==> src/conv_feed_pkg.sv <==
package conv_feed_pkg;

    ////////////////////
    // Widths
    ////////////////////
    localparam int PIX_W        = 8;
    localparam int PIX_PER_WORD = 8;
    localparam int SRAM_W       = PIX_W * PIX_PER_WORD;
    localparam int WIN_ROWS     = 3;
    localparam int TAPS         = WIN_ROWS * WIN_ROWS;
    localparam int DIM_W        = 8;
    localparam int COL_W        = $clog2(PIX_PER_WORD);

    // Row slot of a read, centre row is 1
    localparam logic [1:0] SLOT_ABOVE = 2'd0;
    localparam logic [1:0] SLOT_BELOW = 2'd2;

    ////////////////////
    // Types
    ////////////////////
    typedef logic signed [PIX_W-1:0] pixel_t;

    // Pixel 0 is leftmost, at the low byte
    typedef logic [SRAM_W-1:0] sram_word_t;

    typedef struct packed {
        logic [DIM_W-1:0] height;
        logic [DIM_W-1:0] width;
        logic [DIM_W-1:0] channel;
    } geom_t;

    typedef struct packed {
        logic       valid;
        logic [1:0] slot;
        logic       pad;
        logic       col_end;
        logic       run_end;
    } load_t;

    // Tap index is 3 * window row + window column
    typedef pixel_t [TAPS-1:0] window_t;

    typedef struct packed {
        logic [TAPS-1:0] valid;
        window_t         taps;
        logic            last;
    } feed_t;

    function automatic pixel_t pix_at(input sram_word_t w, input logic [COL_W-1:0] p);
        return w[p*PIX_W +: PIX_W];
    endfunction

endpackage

==> src/delay_line.sv <==
`timescale 1ns/100ps

module delay_line #(
    parameter type T     = logic,
    parameter int  DEPTH = 1
) (
    input  logic i_clk,
    input  logic i_rst,
    input  T     i_d,
    output T     o_q
);

    if (DEPTH == 0) begin : g_pass
        assign o_q = i_d;
    end else begin : g_chain
        T stage [DEPTH];

        always_ff @(posedge i_clk) begin
            if (i_rst) begin
                for (int i = 0; i < DEPTH; i++) begin
                    stage[i] <= '0;
                end
            end else begin
                stage[0] <= i_d;
                for (int i = 1; i < DEPTH; i++) begin
                    stage[i] <= stage[i-1];
                end
            end
        end

        assign o_q = stage[DEPTH-1];
    end

endmodule

==> src/tap_skew.sv <==
`timescale 1ns/100ps

module tap_skew (
    input  logic                      i_clk,
    input  logic                      i_rst,
    input  conv_feed_pkg::window_t    i_win,
    input  logic                      i_win_valid,
    input  logic                      i_win_last,
    output conv_feed_pkg::feed_t      o_feed
);

    localparam int TAPS = conv_feed_pkg::TAPS;

    conv_feed_pkg::window_t taps_d;
    logic [TAPS-1:0]        valid_d;
    logic                   last_d;

    // Tap k and its strobe are held back k cycles
    for (genvar k = 0; k < TAPS; k++) begin : g_tap
        delay_line #(
            .T     (conv_feed_pkg::pixel_t),
            .DEPTH (k)
        ) u_pix (
            .i_clk (i_clk),
            .i_rst (i_rst),
            .i_d   (i_win[k]),
            .o_q   (taps_d[k])
        );

        delay_line #(
            .T     (logic),
            .DEPTH (k)
        ) u_stb (
            .i_clk (i_clk),
            .i_rst (i_rst),
            .i_d   (i_win_valid),
            .o_q   (valid_d[k])
        );
    end

    // Last travels with the final tap
    delay_line #(
        .T     (logic),
        .DEPTH (TAPS - 1)
    ) u_last (
        .i_clk (i_clk),
        .i_rst (i_rst),
        .i_d   (i_win_last),
        .o_q   (last_d)
    );

    assign o_feed = '{valid: valid_d, taps: taps_d, last: last_d};

endmodule

==> src/window_builder.sv <==
`timescale 1ns/100ps

module window_builder (
    input  logic                          i_clk,
    input  logic                          i_rst,
    input  conv_feed_pkg::load_t          i_tag,
    input  conv_feed_pkg::sram_word_t     i_rd_data,
    output conv_feed_pkg::window_t        o_win,
    output logic                          o_win_valid,
    output logic                          o_win_last
);

    localparam int ROWS  = conv_feed_pkg::WIN_ROWS;
    localparam int COL_W = conv_feed_pkg::COL_W;
    localparam logic [COL_W-1:0] X_LAST = COL_W'(conv_feed_pkg::PIX_PER_WORD - 1);

    conv_feed_pkg::sram_word_t cur  [ROWS];
    conv_feed_pkg::sram_word_t nxt  [ROWS];
    conv_feed_pkg::pixel_t     left [ROWS];
    conv_feed_pkg::window_t    win_next;

    logic             running;
    logic             start_pend;
    logic [COL_W-1:0] x;
    logic             nxt_col_end;
    logic             nxt_run_end;
    logic             cur_col_end;
    logic             cur_run_end;
    logic             shift;

    // Move next into current at row start and after each eighth window
    assign shift = start_pend || (running && x == X_LAST);

    ////////////////////
    // Window select
    ////////////////////
    always_comb begin
        win_next = '0;
        for (int i = 0; i < ROWS; i++) begin
            if (x == '0) begin
                win_next[ROWS*i] = left[i];
            end else begin
                win_next[ROWS*i] = conv_feed_pkg::pix_at(cur[i], x - 1'b1);
            end

            win_next[ROWS*i+1] = conv_feed_pkg::pix_at(cur[i], x);

            // Right neighbor comes from the next word, zero past the edge
            if (x != X_LAST) begin
                win_next[ROWS*i+2] = conv_feed_pkg::pix_at(cur[i], x + 1'b1);
            end else if (!cur_col_end) begin
                win_next[ROWS*i+2] = conv_feed_pkg::pix_at(nxt[i], '0);
            end
        end
    end

    ////////////////////
    // Control
    ////////////////////
    always_ff @(posedge i_clk) begin
        if (i_rst) begin
            running     <= 1'b0;
            start_pend  <= 1'b0;
            x           <= '0;
            nxt_col_end <= 1'b0;
            nxt_run_end <= 1'b0;
            cur_col_end <= 1'b0;
            cur_run_end <= 1'b0;
            o_win_valid <= 1'b0;
            o_win_last  <= 1'b0;
        end else begin
            // Last row of a prefetch arrives while idle
            start_pend  <= i_tag.valid && i_tag.slot == conv_feed_pkg::SLOT_BELOW && !running;
            o_win_valid <= running;
            o_win_last  <= running && x == X_LAST && cur_run_end;

            if (i_tag.valid) begin
                nxt_col_end <= i_tag.col_end;
                nxt_run_end <= i_tag.run_end;
            end

            if (start_pend) begin
                running     <= 1'b1;
                x           <= '0;
                cur_col_end <= nxt_col_end;
                cur_run_end <= nxt_run_end;
            end else if (running) begin
                x <= x + 1'b1;
                if (x == X_LAST) begin
                    cur_col_end <= nxt_col_end;
                    cur_run_end <= nxt_run_end;
                    if (cur_col_end) begin
                        running <= 1'b0;
                    end
                end
            end
        end
    end

    ////////////////////
    // Word buffer
    ////////////////////
    always_ff @(posedge i_clk) begin
        if (i_tag.valid) begin
            nxt[i_tag.slot] <= i_tag.pad ? '0 : i_rd_data;
        end
        if (shift) begin
            for (int i = 0; i < ROWS; i++) begin
                cur[i] <= nxt[i];
                // Left neighbor is zero at the start of a row
                if (start_pend || cur_col_end) begin
                    left[i] <= '0;
                end else begin
                    left[i] <= conv_feed_pkg::pix_at(cur[i], X_LAST);
                end
            end
        end
        o_win <= win_next;
    end

endmodule

==> src/addr_sequencer.sv <==
`timescale 1ns/100ps

module addr_sequencer #(
    parameter int ADDR_W = 16
) (
    input  logic                         i_clk,
    input  logic                         i_rst,
    input  logic                         i_start,
    input  conv_feed_pkg::geom_t         i_geom,
    input  logic                         i_done,
    output logic                         o_rd_en,
    output logic [ADDR_W-1:0]            o_rd_addr,
    output conv_feed_pkg::load_t         o_tag,
    output logic                         o_busy
);

    localparam int CYC_W = conv_feed_pkg::COL_W;
    localparam int DIM_W = conv_feed_pkg::DIM_W;
    localparam logic [CYC_W-1:0] CYC_LAST = CYC_W'(conv_feed_pkg::PIX_PER_WORD - 1);
    localparam logic [CYC_W-1:0] PRE_LAST = CYC_W'(conv_feed_pkg::WIN_ROWS - 1);

    conv_feed_pkg::geom_t geom;
    logic                 busy;
    logic                 active;
    logic                 prefetch;
    logic [CYC_W-1:0]     cyc;
    logic [DIM_W-1:0]     row;
    logic [DIM_W-1:0]     col;
    logic [ADDR_W-1:0]    row_addr;
    logic [3*DIM_W-1:0]   chan_base;
    logic [DIM_W-1:0]     fetch_col;
    logic [1:0]           slot;
    logic [ADDR_W-1:0]    slot_addr;
    logic                 last_col;
    logic                 last_row;
    logic                 fetch;
    logic                 pad;
    logic                 accept;

    // Channel base, only sampled at start
    assign chan_base = i_geom.channel * i_geom.height * i_geom.width;

    assign accept   = i_start && !o_busy;
    assign last_col = (col == geom.width - 1'b1);
    assign last_row = (row == geom.height - 1'b1);
    assign slot     = cyc[1:0];

    // Prefetch loads column 0, a column phase loads the next one
    assign fetch_col = prefetch ? '0 : col + 1'b1;
    assign fetch     = active && (prefetch || (cyc <= PRE_LAST && !last_col));

    assign pad = (slot == conv_feed_pkg::SLOT_ABOVE && row == '0) ||
                 (slot == conv_feed_pkg::SLOT_BELOW && last_row);

    always_comb begin
        case (slot)
            conv_feed_pkg::SLOT_ABOVE: slot_addr = row_addr - ADDR_W'(geom.width);
            conv_feed_pkg::SLOT_BELOW: slot_addr = row_addr + ADDR_W'(geom.width);
            default:                   slot_addr = row_addr;
        endcase
    end

    assign o_rd_addr = slot_addr + ADDR_W'(fetch_col);
    assign o_rd_en   = fetch && !pad;
    assign o_busy    = busy && !i_done;

    ////////////////////
    // Control
    ////////////////////
    always_ff @(posedge i_clk) begin
        if (i_rst) begin
            busy     <= 1'b0;
            active   <= 1'b0;
            prefetch <= 1'b0;
            cyc      <= '0;
            row      <= '0;
            col      <= '0;
            o_tag    <= '0;
        end else begin
            // Tag lines up with the read data one cycle later
            o_tag.valid   <= fetch;
            o_tag.slot    <= slot;
            o_tag.pad     <= pad;
            o_tag.col_end <= (fetch_col == geom.width - 1'b1);
            o_tag.run_end <= (fetch_col == geom.width - 1'b1) && last_row;

            if (accept) begin
                busy     <= 1'b1;
                active   <= 1'b1;
                prefetch <= 1'b1;
                cyc      <= '0;
                row      <= '0;
                col      <= '0;
            end else begin
                if (i_done) begin
                    busy <= 1'b0;
                end
                if (active) begin
                    if (prefetch) begin
                        if (cyc == PRE_LAST) begin
                            prefetch <= 1'b0;
                            cyc      <= '0;
                        end else begin
                            cyc <= cyc + 1'b1;
                        end
                    end else if (cyc == CYC_LAST) begin
                        cyc <= '0;
                        if (!last_col) begin
                            col <= col + 1'b1;
                        end else if (last_row) begin
                            active <= 1'b0;
                        end else begin
                            row      <= row + 1'b1;
                            col      <= '0;
                            prefetch <= 1'b1;
                        end
                    end else begin
                        cyc <= cyc + 1'b1;
                    end
                end
            end
        end
    end

    // Geometry and running row address
    always_ff @(posedge i_clk) begin
        if (accept) begin
            geom     <= i_geom;
            row_addr <= ADDR_W'(chan_base);
        end else if (active && !prefetch && cyc == CYC_LAST && last_col) begin
            row_addr <= row_addr + ADDR_W'(geom.width);
        end
    end

endmodule

==> src/conv_input_feeder.sv <==
`timescale 1ns/100ps

module conv_input_feeder #(
    parameter int ADDR_W = 16
) (
    input  logic                          i_clk,
    input  logic                          i_rst,
    input  logic                          i_start,
    input  conv_feed_pkg::geom_t          i_geom,
    output logic                          o_rd_en,
    output logic [ADDR_W-1:0]             o_rd_addr,
    input  conv_feed_pkg::sram_word_t     i_rd_data,
    output conv_feed_pkg::feed_t          o_feed,
    output logic                          o_busy,
    output logic                          o_done
);

    conv_feed_pkg::load_t   tag;
    conv_feed_pkg::window_t win;
    logic                   win_valid;
    logic                   win_last;

    addr_sequencer #(
        .ADDR_W (ADDR_W)
    ) u_seq (
        .i_clk     (i_clk),
        .i_rst     (i_rst),
        .i_start   (i_start),
        .i_geom    (i_geom),
        .i_done    (o_done),
        .o_rd_en   (o_rd_en),
        .o_rd_addr (o_rd_addr),
        .o_tag     (tag),
        .o_busy    (o_busy)
    );

    window_builder u_win (
        .i_clk       (i_clk),
        .i_rst       (i_rst),
        .i_tag       (tag),
        .i_rd_data   (i_rd_data),
        .o_win       (win),
        .o_win_valid (win_valid),
        .o_win_last  (win_last)
    );

    tap_skew u_skew (
        .i_clk       (i_clk),
        .i_rst       (i_rst),
        .i_win       (win),
        .i_win_valid (win_valid),
        .i_win_last  (win_last),
        .o_feed      (o_feed)
    );

    // Done one cycle after the final tap, also drops busy
    always_ff @(posedge i_clk) begin
        if (i_rst) begin
            o_done <= 1'b0;
        end else begin
            o_done <= o_feed.last;
        end
    end

endmodule

==> config.mk <==
export PLATFORM = sky130hd
export DESIGN_NAME = conv_input_feeder
export DESIGN_NICKNAME = d
export VERILOG_FILES = /design/src/conv_feed_pkg.sv /design/src/delay_line.sv /design/src/tap_skew.sv /design/src/window_builder.sv /design/src/addr_sequencer.sv /design/src/conv_input_feeder.sv
export SDC_FILE = /design/constraint.sdc
export NUM_CORES = 1
export LEC_CHECK = 0
export BUFFER_PORTS_ARGS = -buffer_cell sky130_fd_sc_hd__buf_2
export CAP_MARGIN = 20
export CORE_ASPECT_RATIO = 0.8
export CORE_MARGIN = 2
export CORE_UTILIZATION = 25
export CTS_BUF_LIST = sky130_fd_sc_hd__clkbuf_4
export DETAILED_ROUTE_END_ITERATION = 10
export GPL_ROUTABILITY_DRIVEN = 1
export PLACE_DENSITY = 0.43
export SLEW_MARGIN = 20
export SYNTH_ARGS = -nofsm -noshare
export SYNTH_HDL_FRONTEND = slang
export SYNTH_SLANG_ARGS = --single-unit
==> constraint.sdc <==
create_clock -name i_clk -period 7 [get_ports i_clk]
set_clock_uncertainty 0.1 [all_clocks]
set_input_delay 0 -clock i_clk [delete_from_list [all_inputs] [get_ports i_clk]]
set_output_delay 0 -clock i_clk [all_outputs]
set_load 0.005 [all_outputs]
; After elaboration in Yosys (flattened, before gate mapping)
; Memories as Yosys holds them, arrays and structs flattened.
; Index checks and enable logic that the tools add are counted.
[totals]
ff_bits = 144
ramBits = 740
output_inout_bits = 101
word_cells = 349
memories = 20
[op_classes]
n_addsub = 10
mul = 2
magnitude_cmp = 1
n_eq_ne = 10
shift = 9
n_mux = 141
bitwise_logic = 83
n_reduce_logical = 40
[mem_list]
columns = name, depth, word_bits, rd, rd_clocked_by_memory_dff, wr, line_no
row1 = u_win.cur, 3, 64, 3, 0, 3, window_builder.sv:17  ; conv_feed_pkg::sram_word_t cur [ROWS];
row2 = u_win.nxt, 3, 64, 3, 0, 1, window_builder.sv:18  ; conv_feed_pkg::sram_word_t nxt [ROWS];
row3 = u_skew.g_tap[8].u_pix.g_chain.stage, 8, 8, 8, 0, 8, delay_line.sv:16  ; T stage [DEPTH];
row4 = u_skew.g_tap[7].u_pix.g_chain.stage, 7, 8, 7, 0, 7, delay_line.sv:16
row5 = u_skew.g_tap[6].u_pix.g_chain.stage, 6, 8, 6, 0, 6, delay_line.sv:16
row6 = u_skew.g_tap[5].u_pix.g_chain.stage, 5, 8, 5, 0, 5, delay_line.sv:16
row7 = 14 more memories, --, --, --, --, --, --
[ops]
columns = operator, count
row1 = $shiftx 64x7->8, 9
row2 = $mux 8, 51
row3 = $mux 1, 83
row4 = $or 1x1->1, 81
row5 = $mux 64, 1
row6 = $add 16x8->16, 2
row7 = $mux 16, 2
row8 = $pmux 16 s2, 1
row9 = $eq 8x8->1, 3
row10 = $add 8x1->8 const B, 2
row11 = $mul 16x8->16, 1
row12 = $mul 8x8->16, 1
row13 = $sub 16x8->16, 1
row14 = $sub 8x1->8 const B, 2
row15 = $logic_and 1x1->1, 15
row16 = $reduce_bool 2->1, 5
row17 = $mux 3, 3
row18 = $logic_not 8->1, 1
row19 = $reduce_or 8->1, 1
row20 = $add 3x1->3 const B, 2
row21 = $eq 3x3->1 const B, 2
row22 = $logic_not 1->1, 6
row23 = $reduce_and 5->1, 1
row24 = $eq 2x2->1 const B, 2
row25 = other kinds (13), 18

; Logic depth before layout (Yosys ltp)
; Gate-level depths: netlist of the first run.
[depth]
word_depth = 8
mapped_depth = 30
mapped_depth_nobuf = 30

; Cells and area by module
; Synthesis of the first run repeated with hierarchy kept, for this count alone.
[unflattened]
hier_cells = 2932
area_unflattened_um2 = 38974.9
[modules_own_cells]
columns = mod, instances, cells_each, area_per_inst_um2, seq_area_each_um2
row1 = window_builder, 1, 1054, 19535.0, 13913.3
row2 = addr_sequencer, 1, 1134, 9646.8, 1521.5
row3 = delay_line at u_skew.g_tap[8].u_pix, 1, 135, 1918.1, 1281.2
row4 = delay_line at u_skew.g_tap[7].u_pix, 1, 126, 1670.4, 1121.1
row5 = delay_line at u_skew.g_tap[6].u_pix, 1, 109, 1365.1, 960.9
row6 = delay_line at u_skew.g_tap[5].u_pix, 1, 92, 1216.2, 800.8
row7 = delay_line at u_skew.g_tap[4].u_pix, 1, 67, 863.3, 640.6
row8 = delay_line at u_skew.g_tap[3].u_pix, 1, 58, 753.2, 480.5
row9 = delay_line at u_skew.g_tap[1].u_pix ..., 3, 16, 210.2, 160.2
row10 = delay_line at u_skew.g_tap[2].u_pix, 1, 41, 524.3, 320.3
row11 = delay_line at u_skew.g_tap[7].u_stb, 1, 14, 183.9, 140.1
row12 = delay_line at u_skew.g_tap[6].u_stb, 1, 12, 157.7, 120.1
row13 = delay_line at u_skew.g_tap[5].u_stb, 1, 10, 131.4, 100.1
row14 = delay_line at u_skew.g_tap[4].u_stb, 1, 8, 105.1, 80.1
row15 = 7 more rows, --, --, --, --

; Least setup slack after synthesis of the first run
; OpenSTA, ideal clock, no wires.
[synth_timing]
kind = input to register
from = input port i_geom[0] in the netlist's numbering
to = register u_seq.row_addr[15], data pin
setup_ns = 0.263
arrival_time_ns = 6.887
required_ns = 6.637
setup_slack_ns = -0.250
path_stages = 25
path_buffers = 1
cell_sequence = clkbuf_1 > nand2_1 > fa_1 > fa_1 > fa_1 > fa_1 > inv_1 > ha_1 > o21a_1 > a2111oi_2 > o311a_1 > xnor2_1 > nand2_1 > fa_1 > fa_1 > fa_1 > fa_1 > xnor2_1 > xnor2_1 > xnor2_1 > xnor3_1 > xnor3_1 > xnor3_1 > nor2_1 > a211oi_1
[synth_between]
elab_chain_len = 3
[synth_lines]
columns = item, line_no
row1 = "start, declared", conv_input_feeder.sv:9  ; input conv_feed_pkg::geom_t i_geom,
row2 = $mul 8x8->16, addr_sequencer.sv:41  ; assign chan_base = i_geom.channel * i_geom.height * i_geom.width;
row3 = $mul 16x8->16, addr_sequencer.sv:41
row4 = $mux 16, addr_sequencer.sv:127  ; if (accept) begin
row5 = "end signal, assigned", addr_sequencer.sv:129  ; row_addr <= ADDR_W'(chan_base);
row6 = "end signal, assigned", addr_sequencer.sv:131  ; row_addr <= row_addr + ADDR_W'(geom.width);
row7 = "end, declared", addr_sequencer.sv:29  ; logic [ADDR_W-1:0] row_addr;
; Every way passes these cells.
; A chain may end at the register's enable or synchronous reset.

; Worst setup path in the final report of the first run
[layout_timing]
from = input port i_geom[1] in the netlist's numbering
to = register u_seq.row_addr[15], data pin
; The elaborated chain is that of the path after synthesis.

==> flow_metrics.tcl, run 1 <==
set metrics [dict create \
    post_dp_cell_area_mm2 0.0409 \
    grt_pass1_vias 23500 \
    ant_nets 0 \
    cp.required_ns 7.77 \
    seq_power_share_pct 26.7 \
    drive_gt1_share_pct 24.9 \
    clk_pin_slew_ns 0.07 \
    rr_endpoint "u_win.cur[0][190]" \
    synth_ff_type "edfxtp_1" \
    synth_compound_area_share_pct 3.43 \
    synth_fa_ha_area_share_pct 8.58 \
    synth_edf_count 440 \
    crit_top_cell "fa_1" \
    hold_path_class "primary input to flip-flop" \
    syn_nets 3089 \
    place_congestion 0.804 \
    netlist_area_mm2 0.0374 \
    hold_ws_ns 0.194 \
    holdPathEnd "u_seq.row_addr[1]" \
    cts_sinks 856 \
    slew-limit-headroom_pct 28.9 \
    die_x_um 436 \
    rows 126 \
    synthXorXnorAreaFrac_pct 2.75 \
    via_per_inst 4.13 \
    dp_hpwl_mm 67.6 \
    track_usage_pct 13.2 \
    finalSetupTns_ns 0 \
    grt_first_pass_wirelength_mm 151 \
    htree_levels 4 \
    via_count 22700 \
    power.internal_w 0.0132 \
    p_sw_w 0.00756 \
    netSwitchingFraction_pct 36.4 \
    wl_per_cell_um 18.3 \
    instances_no_fill 5492 \
    grt_max_degree 120 \
    dr.pass1.iters 5 \
    status "complete, no violations" \
    ys_ff_latch 856 \
    synth_top_family_by_area "simple AND/OR/NAND/NOR gates" \
    drv_cap 0 \
    post_synth_mux_area_share_pct 11.1 \
    criticalPathCategory "primary input to flip-flop" \
    synth_cells 2801 \
    cts_buffers 217 \
    worstHoldStart "i_geom[16]" \
    post-route-drc-count 0 \
    fin_total_pwr_w 0.0208 \
    start_util_pct 25.3 \
    placed_cells 4908 \
    coreArea_mm2 0.148 \
    power_frac_comb_pct 52.4 \
    ios 192 \
    powerDensity_mw_per_mm2 455 \
    leakage_nw 17.4 \
    peakVddDrop_mv 1.51 \
    critPathSlowestCell "fa_1" \
    area_delta_synth_final_pct 22.2 \
    nNetsFinal 3605 \
    hold_depth 7 \
    yosys_warnings 0 \
    die_y_um 350 \
    stdcell_area_mm2 0.0457 \
    rrSetupSlack_ns 2.97 \
    p_clk_share_pct 20.9 \
    drtIter0Drc 1325 \
    critPathMaxFanout 6 \
    rr_worst_depth 6 \
    io_buffers 191 \
    finalMaxSlewViolations 0 \
    dieArea_mm2 0.153 \
    period_share_pct 98.6 \
    overflow 0 \
    async_reset_ff_share_pct 0 \
    cts_root_buf "clkbuf_4" \
    fmax_ghz 0.145 \
    cp.arrival_ns 7.68 \
    cpPeakStageDelay_ns 0.61 \
    start_kind "primary input" \
    antenna_found_initial 18 \
    cts_buffer_depth 3 \
    rsz0062_at_grt "yes" \
    clock_latency_ns 1.13 \
    hold_viol_final 0 \
    r2r_start "u_win.x[0]" \
    ys_types 75 \
    seq_area_frac_synth_pct 57.6 \
    cts_tree "done" \
    period_minus_slack_ns 6.90 \
    fillers 15100 \
    setup_viol 0 \
    drt-total-wl_mm 100 \
    worstMarginPinSlew_ns 1.07 \
    crit_path_end_kind "flip-flop" \
    synth.avg_cell_area_um2 13.3 \
    yosys.area_share.simple_pct 12.7 \
]
[kinds of logic after synthesis]
kind of cell,count (synthesis)
xor+xnor,112
fa+ha+maj,197
buf+inv,341
flops,856
simple gates,859
compound gates,205
mux,231
[cell type report]
type                    instances  area (um2)  share of cell area [%]
diodes                          5        12.5                  0.0274
clock buffers                 327        2450                    5.37
clock inverters                78         429                   0.939
inverters                     173         657                    1.44
multi-input cells            1604       14600                    32.0
flip-flops and latches        856       21600                    47.2
well taps                    1984        2480                    5.43
repair buffers                465        3500                    7.66
[through the flow]
step,setup slack [ns],util [%]
finish,0.0957,30.9
global route,-0.0851,30.9
CTS,0.0169,30.8
detailed placement,-0.586,27.6
global placement,-0.557,27.6
floorplan,0.0103,-
[registers in the layout, indices dropped and copies added, names as in the netlist, 3 cells and up]
register	flops
u_seq.row	8
u_seq.o_tag	6
u_skew.g_tap.u_stb.g_chain.stage	8
u_seq.row_addr	16
u_win.o_win	72
u_win.x	3
u_win.left	24
u_skew.g_tap.u_pix.g_chain.stage	288
u_seq.cyc	3
u_skew.u_last.g_chain.stage	8
u_win.cur	192
u_seq.col	8
u_seq.geom	16
u_win.nxt	192
[critical path: cells and delay by family]
kind	cells	cell delay (ns)
AOI/OAI and AO/OA	4	0.76
and+or+nand+nor	3	0.31
xor gates and xnor gates	7	1.43
adders and majority gates	9	4.27
buffers and inverters	4	0.90
[worst max-delay path by stage]
stage	startpoint	endpoint	slack (ns)	depth (start not counted)
4_1_cts	i_geom[17]	u_seq.row_addr[15]	0.02	29
5_1_grt	i_geom[18]	u_seq.row_addr[15]	-0.09	30
2_1_floorplan	i_geom[0]	u_seq.row_addr[15]	0.01	28
3_5_place_dp	i_geom[19]	u_seq.row_addr[15]	-0.59	29
6_report	i_geom[1]	u_seq.row_addr[15]	0.1	27
3_3_place_gp	i_geom[18]	u_seq.row_addr[15]	-0.56	29
[repair_timing]
| action | in CTS | in global routing |
|---|---|---|
| hold buffers | 171 | 1 |
| endpoints found under the setup margin | 0 | 5 |
| gates resized for setup | 0 | 20 |
| endpoints found under the hold margin | 575 | 1 |
| setup buffers | 0 | 3 |
[synthesized netlist by cell type (62+ instances only)]
cell type,n,area share [%]
edfxtp_1,440,35
dfxtp_1,416,22
nor2b_1,383,6.4
inv_1,170,1.7
nand2_1,164,1.6
mux4_2,144,8.7
and2_1,110,1.8
fa_1,99,5.3
nor2_1,99,0.99
ha_1,98,3.3
clkbuf_1,97,0.97
o21ai_0,72,0.96
xnor2_1,62,1.5
[cell usage in the layout, fill, tap and decap left out, drive strengths merged, types with 15 or more instances in the layout]
master         n
dlygate4sd3  170
nand3         15
a21oi         57
and2         110
buf          295
xor2          46
nor2b        383
nand2        165
fa            99
o21ai         75
ha            98
clkbuf       327
mux4         144
dfxtp        416
edfxtp       440
nor2          99
mux2i         61
nor3          22
xnor2         63
mux2          26
inv          174
clkinv        72
[per-layer routing]
metal	up-vias	track usage [%]	wire length, um
met5	-	0	0
met4	0	4.95	2370
met3	147	3.04	5170
met2	564	19.6	43900
met1	11100	18.6	49000
li1	10800	-	-
[power groups by stage]
stage	sequential (W)	clock (W)	combinational [W]
floorplan	0.00561	0	0.00660
global placement	0.00566	0	0.0101
detailed placement	0.00566	0	0.0101
CTS	0.00555	0.00454	0.0104
global route	0.00555	0.00481	0.0122
finish	0.00555	0.00434	0.0109
Power figures use the tool's default switching activity.
==> run 2: changes to the inputs <==
- clock period: 7 -> 5.85 ns (I/O delays scaled with it)
==> run 2 against run 1 <==
Against the previous run: the flow now finishes with violations (negative setup slack); hold slack improved by 0.038 ns; utilization grew 0.54 points; sequential power increased by 20%; register-to-register slack got worse by 0.66 ns; die area is the same; critical path type unchanged.
==> flow_metrics.tcl, run 2 (synthesis results as in run 1) <==
set metrics [dict create \
    status "complete, but fails checks" \
    failed_checks "negative setup slack" \
    cts_buffers 222 \
    finalMaxSlewViolations 0 \
    hold_viol_final 0 \
    crit_family "adder cells" \
    start_util_pct 25.3 \
    ios 192 \
    worstMarginPinSlew_ns 1.02 \
    drtIter0Drc 1160 \
    netSwitchingFraction_pct 35.7 \
    peakVddDrop_mv 1.61 \
    fmax_ghz 0.160 \
    cts_buffer_depth 3 \
    crit_path_end_kind "flip-flop" \
    fin_util_pct 31.4 \
    cp.arrival_ns 7.06 \
    crit_top_cell "fa_1" \
    mostFrequentLayoutCells "edfxtp_1 (440), dfxtp_1 (412), nor2b_1 (381)" \
    clk_pin_slew_ns 0.07 \
    die_y_um 350 \
    seq_power_share_pct 25.6 \
    criticalPathCategory "primary input to flip-flop" \
    final_common_cell "edfxtp_1" \
    io_buffers 191 \
    via_per_inst 4.09 \
    wl_per_cell_um 17.9 \
    drv_cap 0 \
    cpPeakStageDelay_ns 0.56 \
    power_frac_comb_pct 53.3 \
    cts_sinks 856 \
    drt-total-wl_mm 99.3 \
    cp.required_ns 6.66 \
    reg_top3 "u_skew.g_tap.u_pix.g_chain.stage: 288 flops, u_win.cur: 192 flops, u_win.nxt: 192 flops" \
    cts_tree "done" \
    hold_ws_ns 0.232 \
    rsz0062_at_grt "yes" \
    leakage_nw 17.8 \
    htree_levels 4 \
    period_share_pct 107 \
    cp_num_buf_inv 5 \
    track_usage_pct 13.0 \
    via_count 22700 \
    rows 126 \
    clock_latency_ns 1.16 \
    post-route-drc-count 0 \
    largest_register_ffs 288 \
    grt_pass1_vias 23500 \
    dieArea_mm2 0.153 \
    setup_slack_ns -0.392 \
    cts_root_buf "clkbuf_4" \
    p_sw_w 0.00928 \
    dr.pass1.iters 4 \
    period_minus_slack_ns 6.24 \
    hold_path_class "primary input to flip-flop" \
    dp_hpwl_mm 67.9 \
    die_x_um 436 \
    coreArea_mm2 0.148 \
    place_congestion 0.774 \
    critPathSlowestCell "fa_1" \
    nNetsFinal 3647 \
    overflow 0 \
    fin_total_pwr_w 0.0260 \
    slew-limit-headroom_pct 32.1 \
    antenna_found_initial 20 \
    setup_viol 1 \
    p_clk_share_pct 21.1 \
    fillers 15000 \
    start_kind "primary input" \
    critPathMaxFanout 5 \
    regMostFlops "u_skew.g_tap.u_pix.g_chain.stage" \
    powerDensity_mw_per_mm2 559 \
    grt_first_pass_wirelength_mm 150 \
    grt_max_degree 109 \
    drive_gt1_share_pct 27.3 \
    power.internal_w 0.0167 \
    area_delta_synth_final_pct 24.3 \
    ant_nets 0 \
]
-- run 2: cell count changes in the layout (fill, tap and decap cells not counted), sizes merged --
| cell | before | now |
|---|---|---|
| clkinv | 72 | 51 |
| bufinv | 2 | 5 |
| diode | 5 | 10 |
| inv | 174 | 175 |
| dlygate4sd3 | 170 | 172 |
| clkbuf | 327 | 350 |
| buf | 295 | 330 |
-- run 2: through the flow --
step           worst slack (ns)  instance area [um2]  TNS, ns  cells
5_1_grt                  -0.419                46500   -0.419   5537
3_3_place_gp              -1.47                41300    -9.32   4939
4_1_cts                  -0.123                46200   -0.123   5524
2_1_floorplan            -0.983                37600    -2.91   2801
3_5_place_dp              -1.54                41400    -9.62   4940
6_report                 -0.392                46500   -0.392   5540
-- run 2: worst min-delay path: stages --
cell and delay [ns]:
buf_12 0.09, buf_4 0.16, dlygate4sd3_1 0.70, and3_1 0.20
ha_1 0.14, nand2_1 0.05, nand2_1 0.05
-- run 2: layer usage --
layer / share of wire [%] / global-route usage, % / up-vias
met1: 50 / 18.4 / 11100
li1: - / - / 10900
met3: 4.6 / 3.39 / 135
met4: 2.0 / 4.05 / 2
met5: 0.020 / 0 / -
met2: 44 / 19.4 / 519
-- run 2: repair_timing --
action | 4_1_cts | 5_1_grt
setup endpoints to repair | 2 | 8
endpoints found under the hold margin | 596 | 0
pin swaps | 4 | 37
resized for setup | 2 | 78
cloned | 0 | 0
buffers inserted | 0 | 6
hold buffers | 173 | 0
-- run 2: area by class of cell --
type | count | area, um2 | area share [%]
sequential | 856 | 21600 | 46.4
multi-input combinational | 1604 | 14800 | 31.9
timing repair buffer | 502 | 3880 | 8.35
clock buffer | 350 | 2630 | 5.65
tap | 1984 | 2480 | 5.34
inverter | 173 | 657 | 1.41
clock inverter | 61 | 439 | 0.945
antenna | 10 | 25.0 | 0.0538
-- run 2: worst paths after layout --
kind                                        from            endpoint  slack, ns  cells past startpoint
worst min register to register  u_win.nxt[1][10]    u_win.cur[0][74]       0.26                      0
worst min-delay path                   i_geom[0]   u_seq.row_addr[1]       0.23                      7
worst max register to register    u_seq.geom[16]        u_seq.active       2.31                     11
worst max-delay path                   i_geom[3]  u_seq.row_addr[15]      -0.39                     29
-- run 2: power by group through the flow --
| stage | Clock [W] | Combinational (W) | Sequential (W) |
|---|---|---|---|
| after floorplan | 0 | 0.00902 | 0.00672 |
| after global placement | 0 | 0.0131 | 0.00678 |
| after detailed placement | 0 | 0.0132 | 0.00679 |
| after CTS | 0.00576 | 0.0135 | 0.00665 |
| after global routing | 0.00608 | 0.0154 | 0.00665 |
| final | 0.00548 | 0.0139 | 0.00665 |
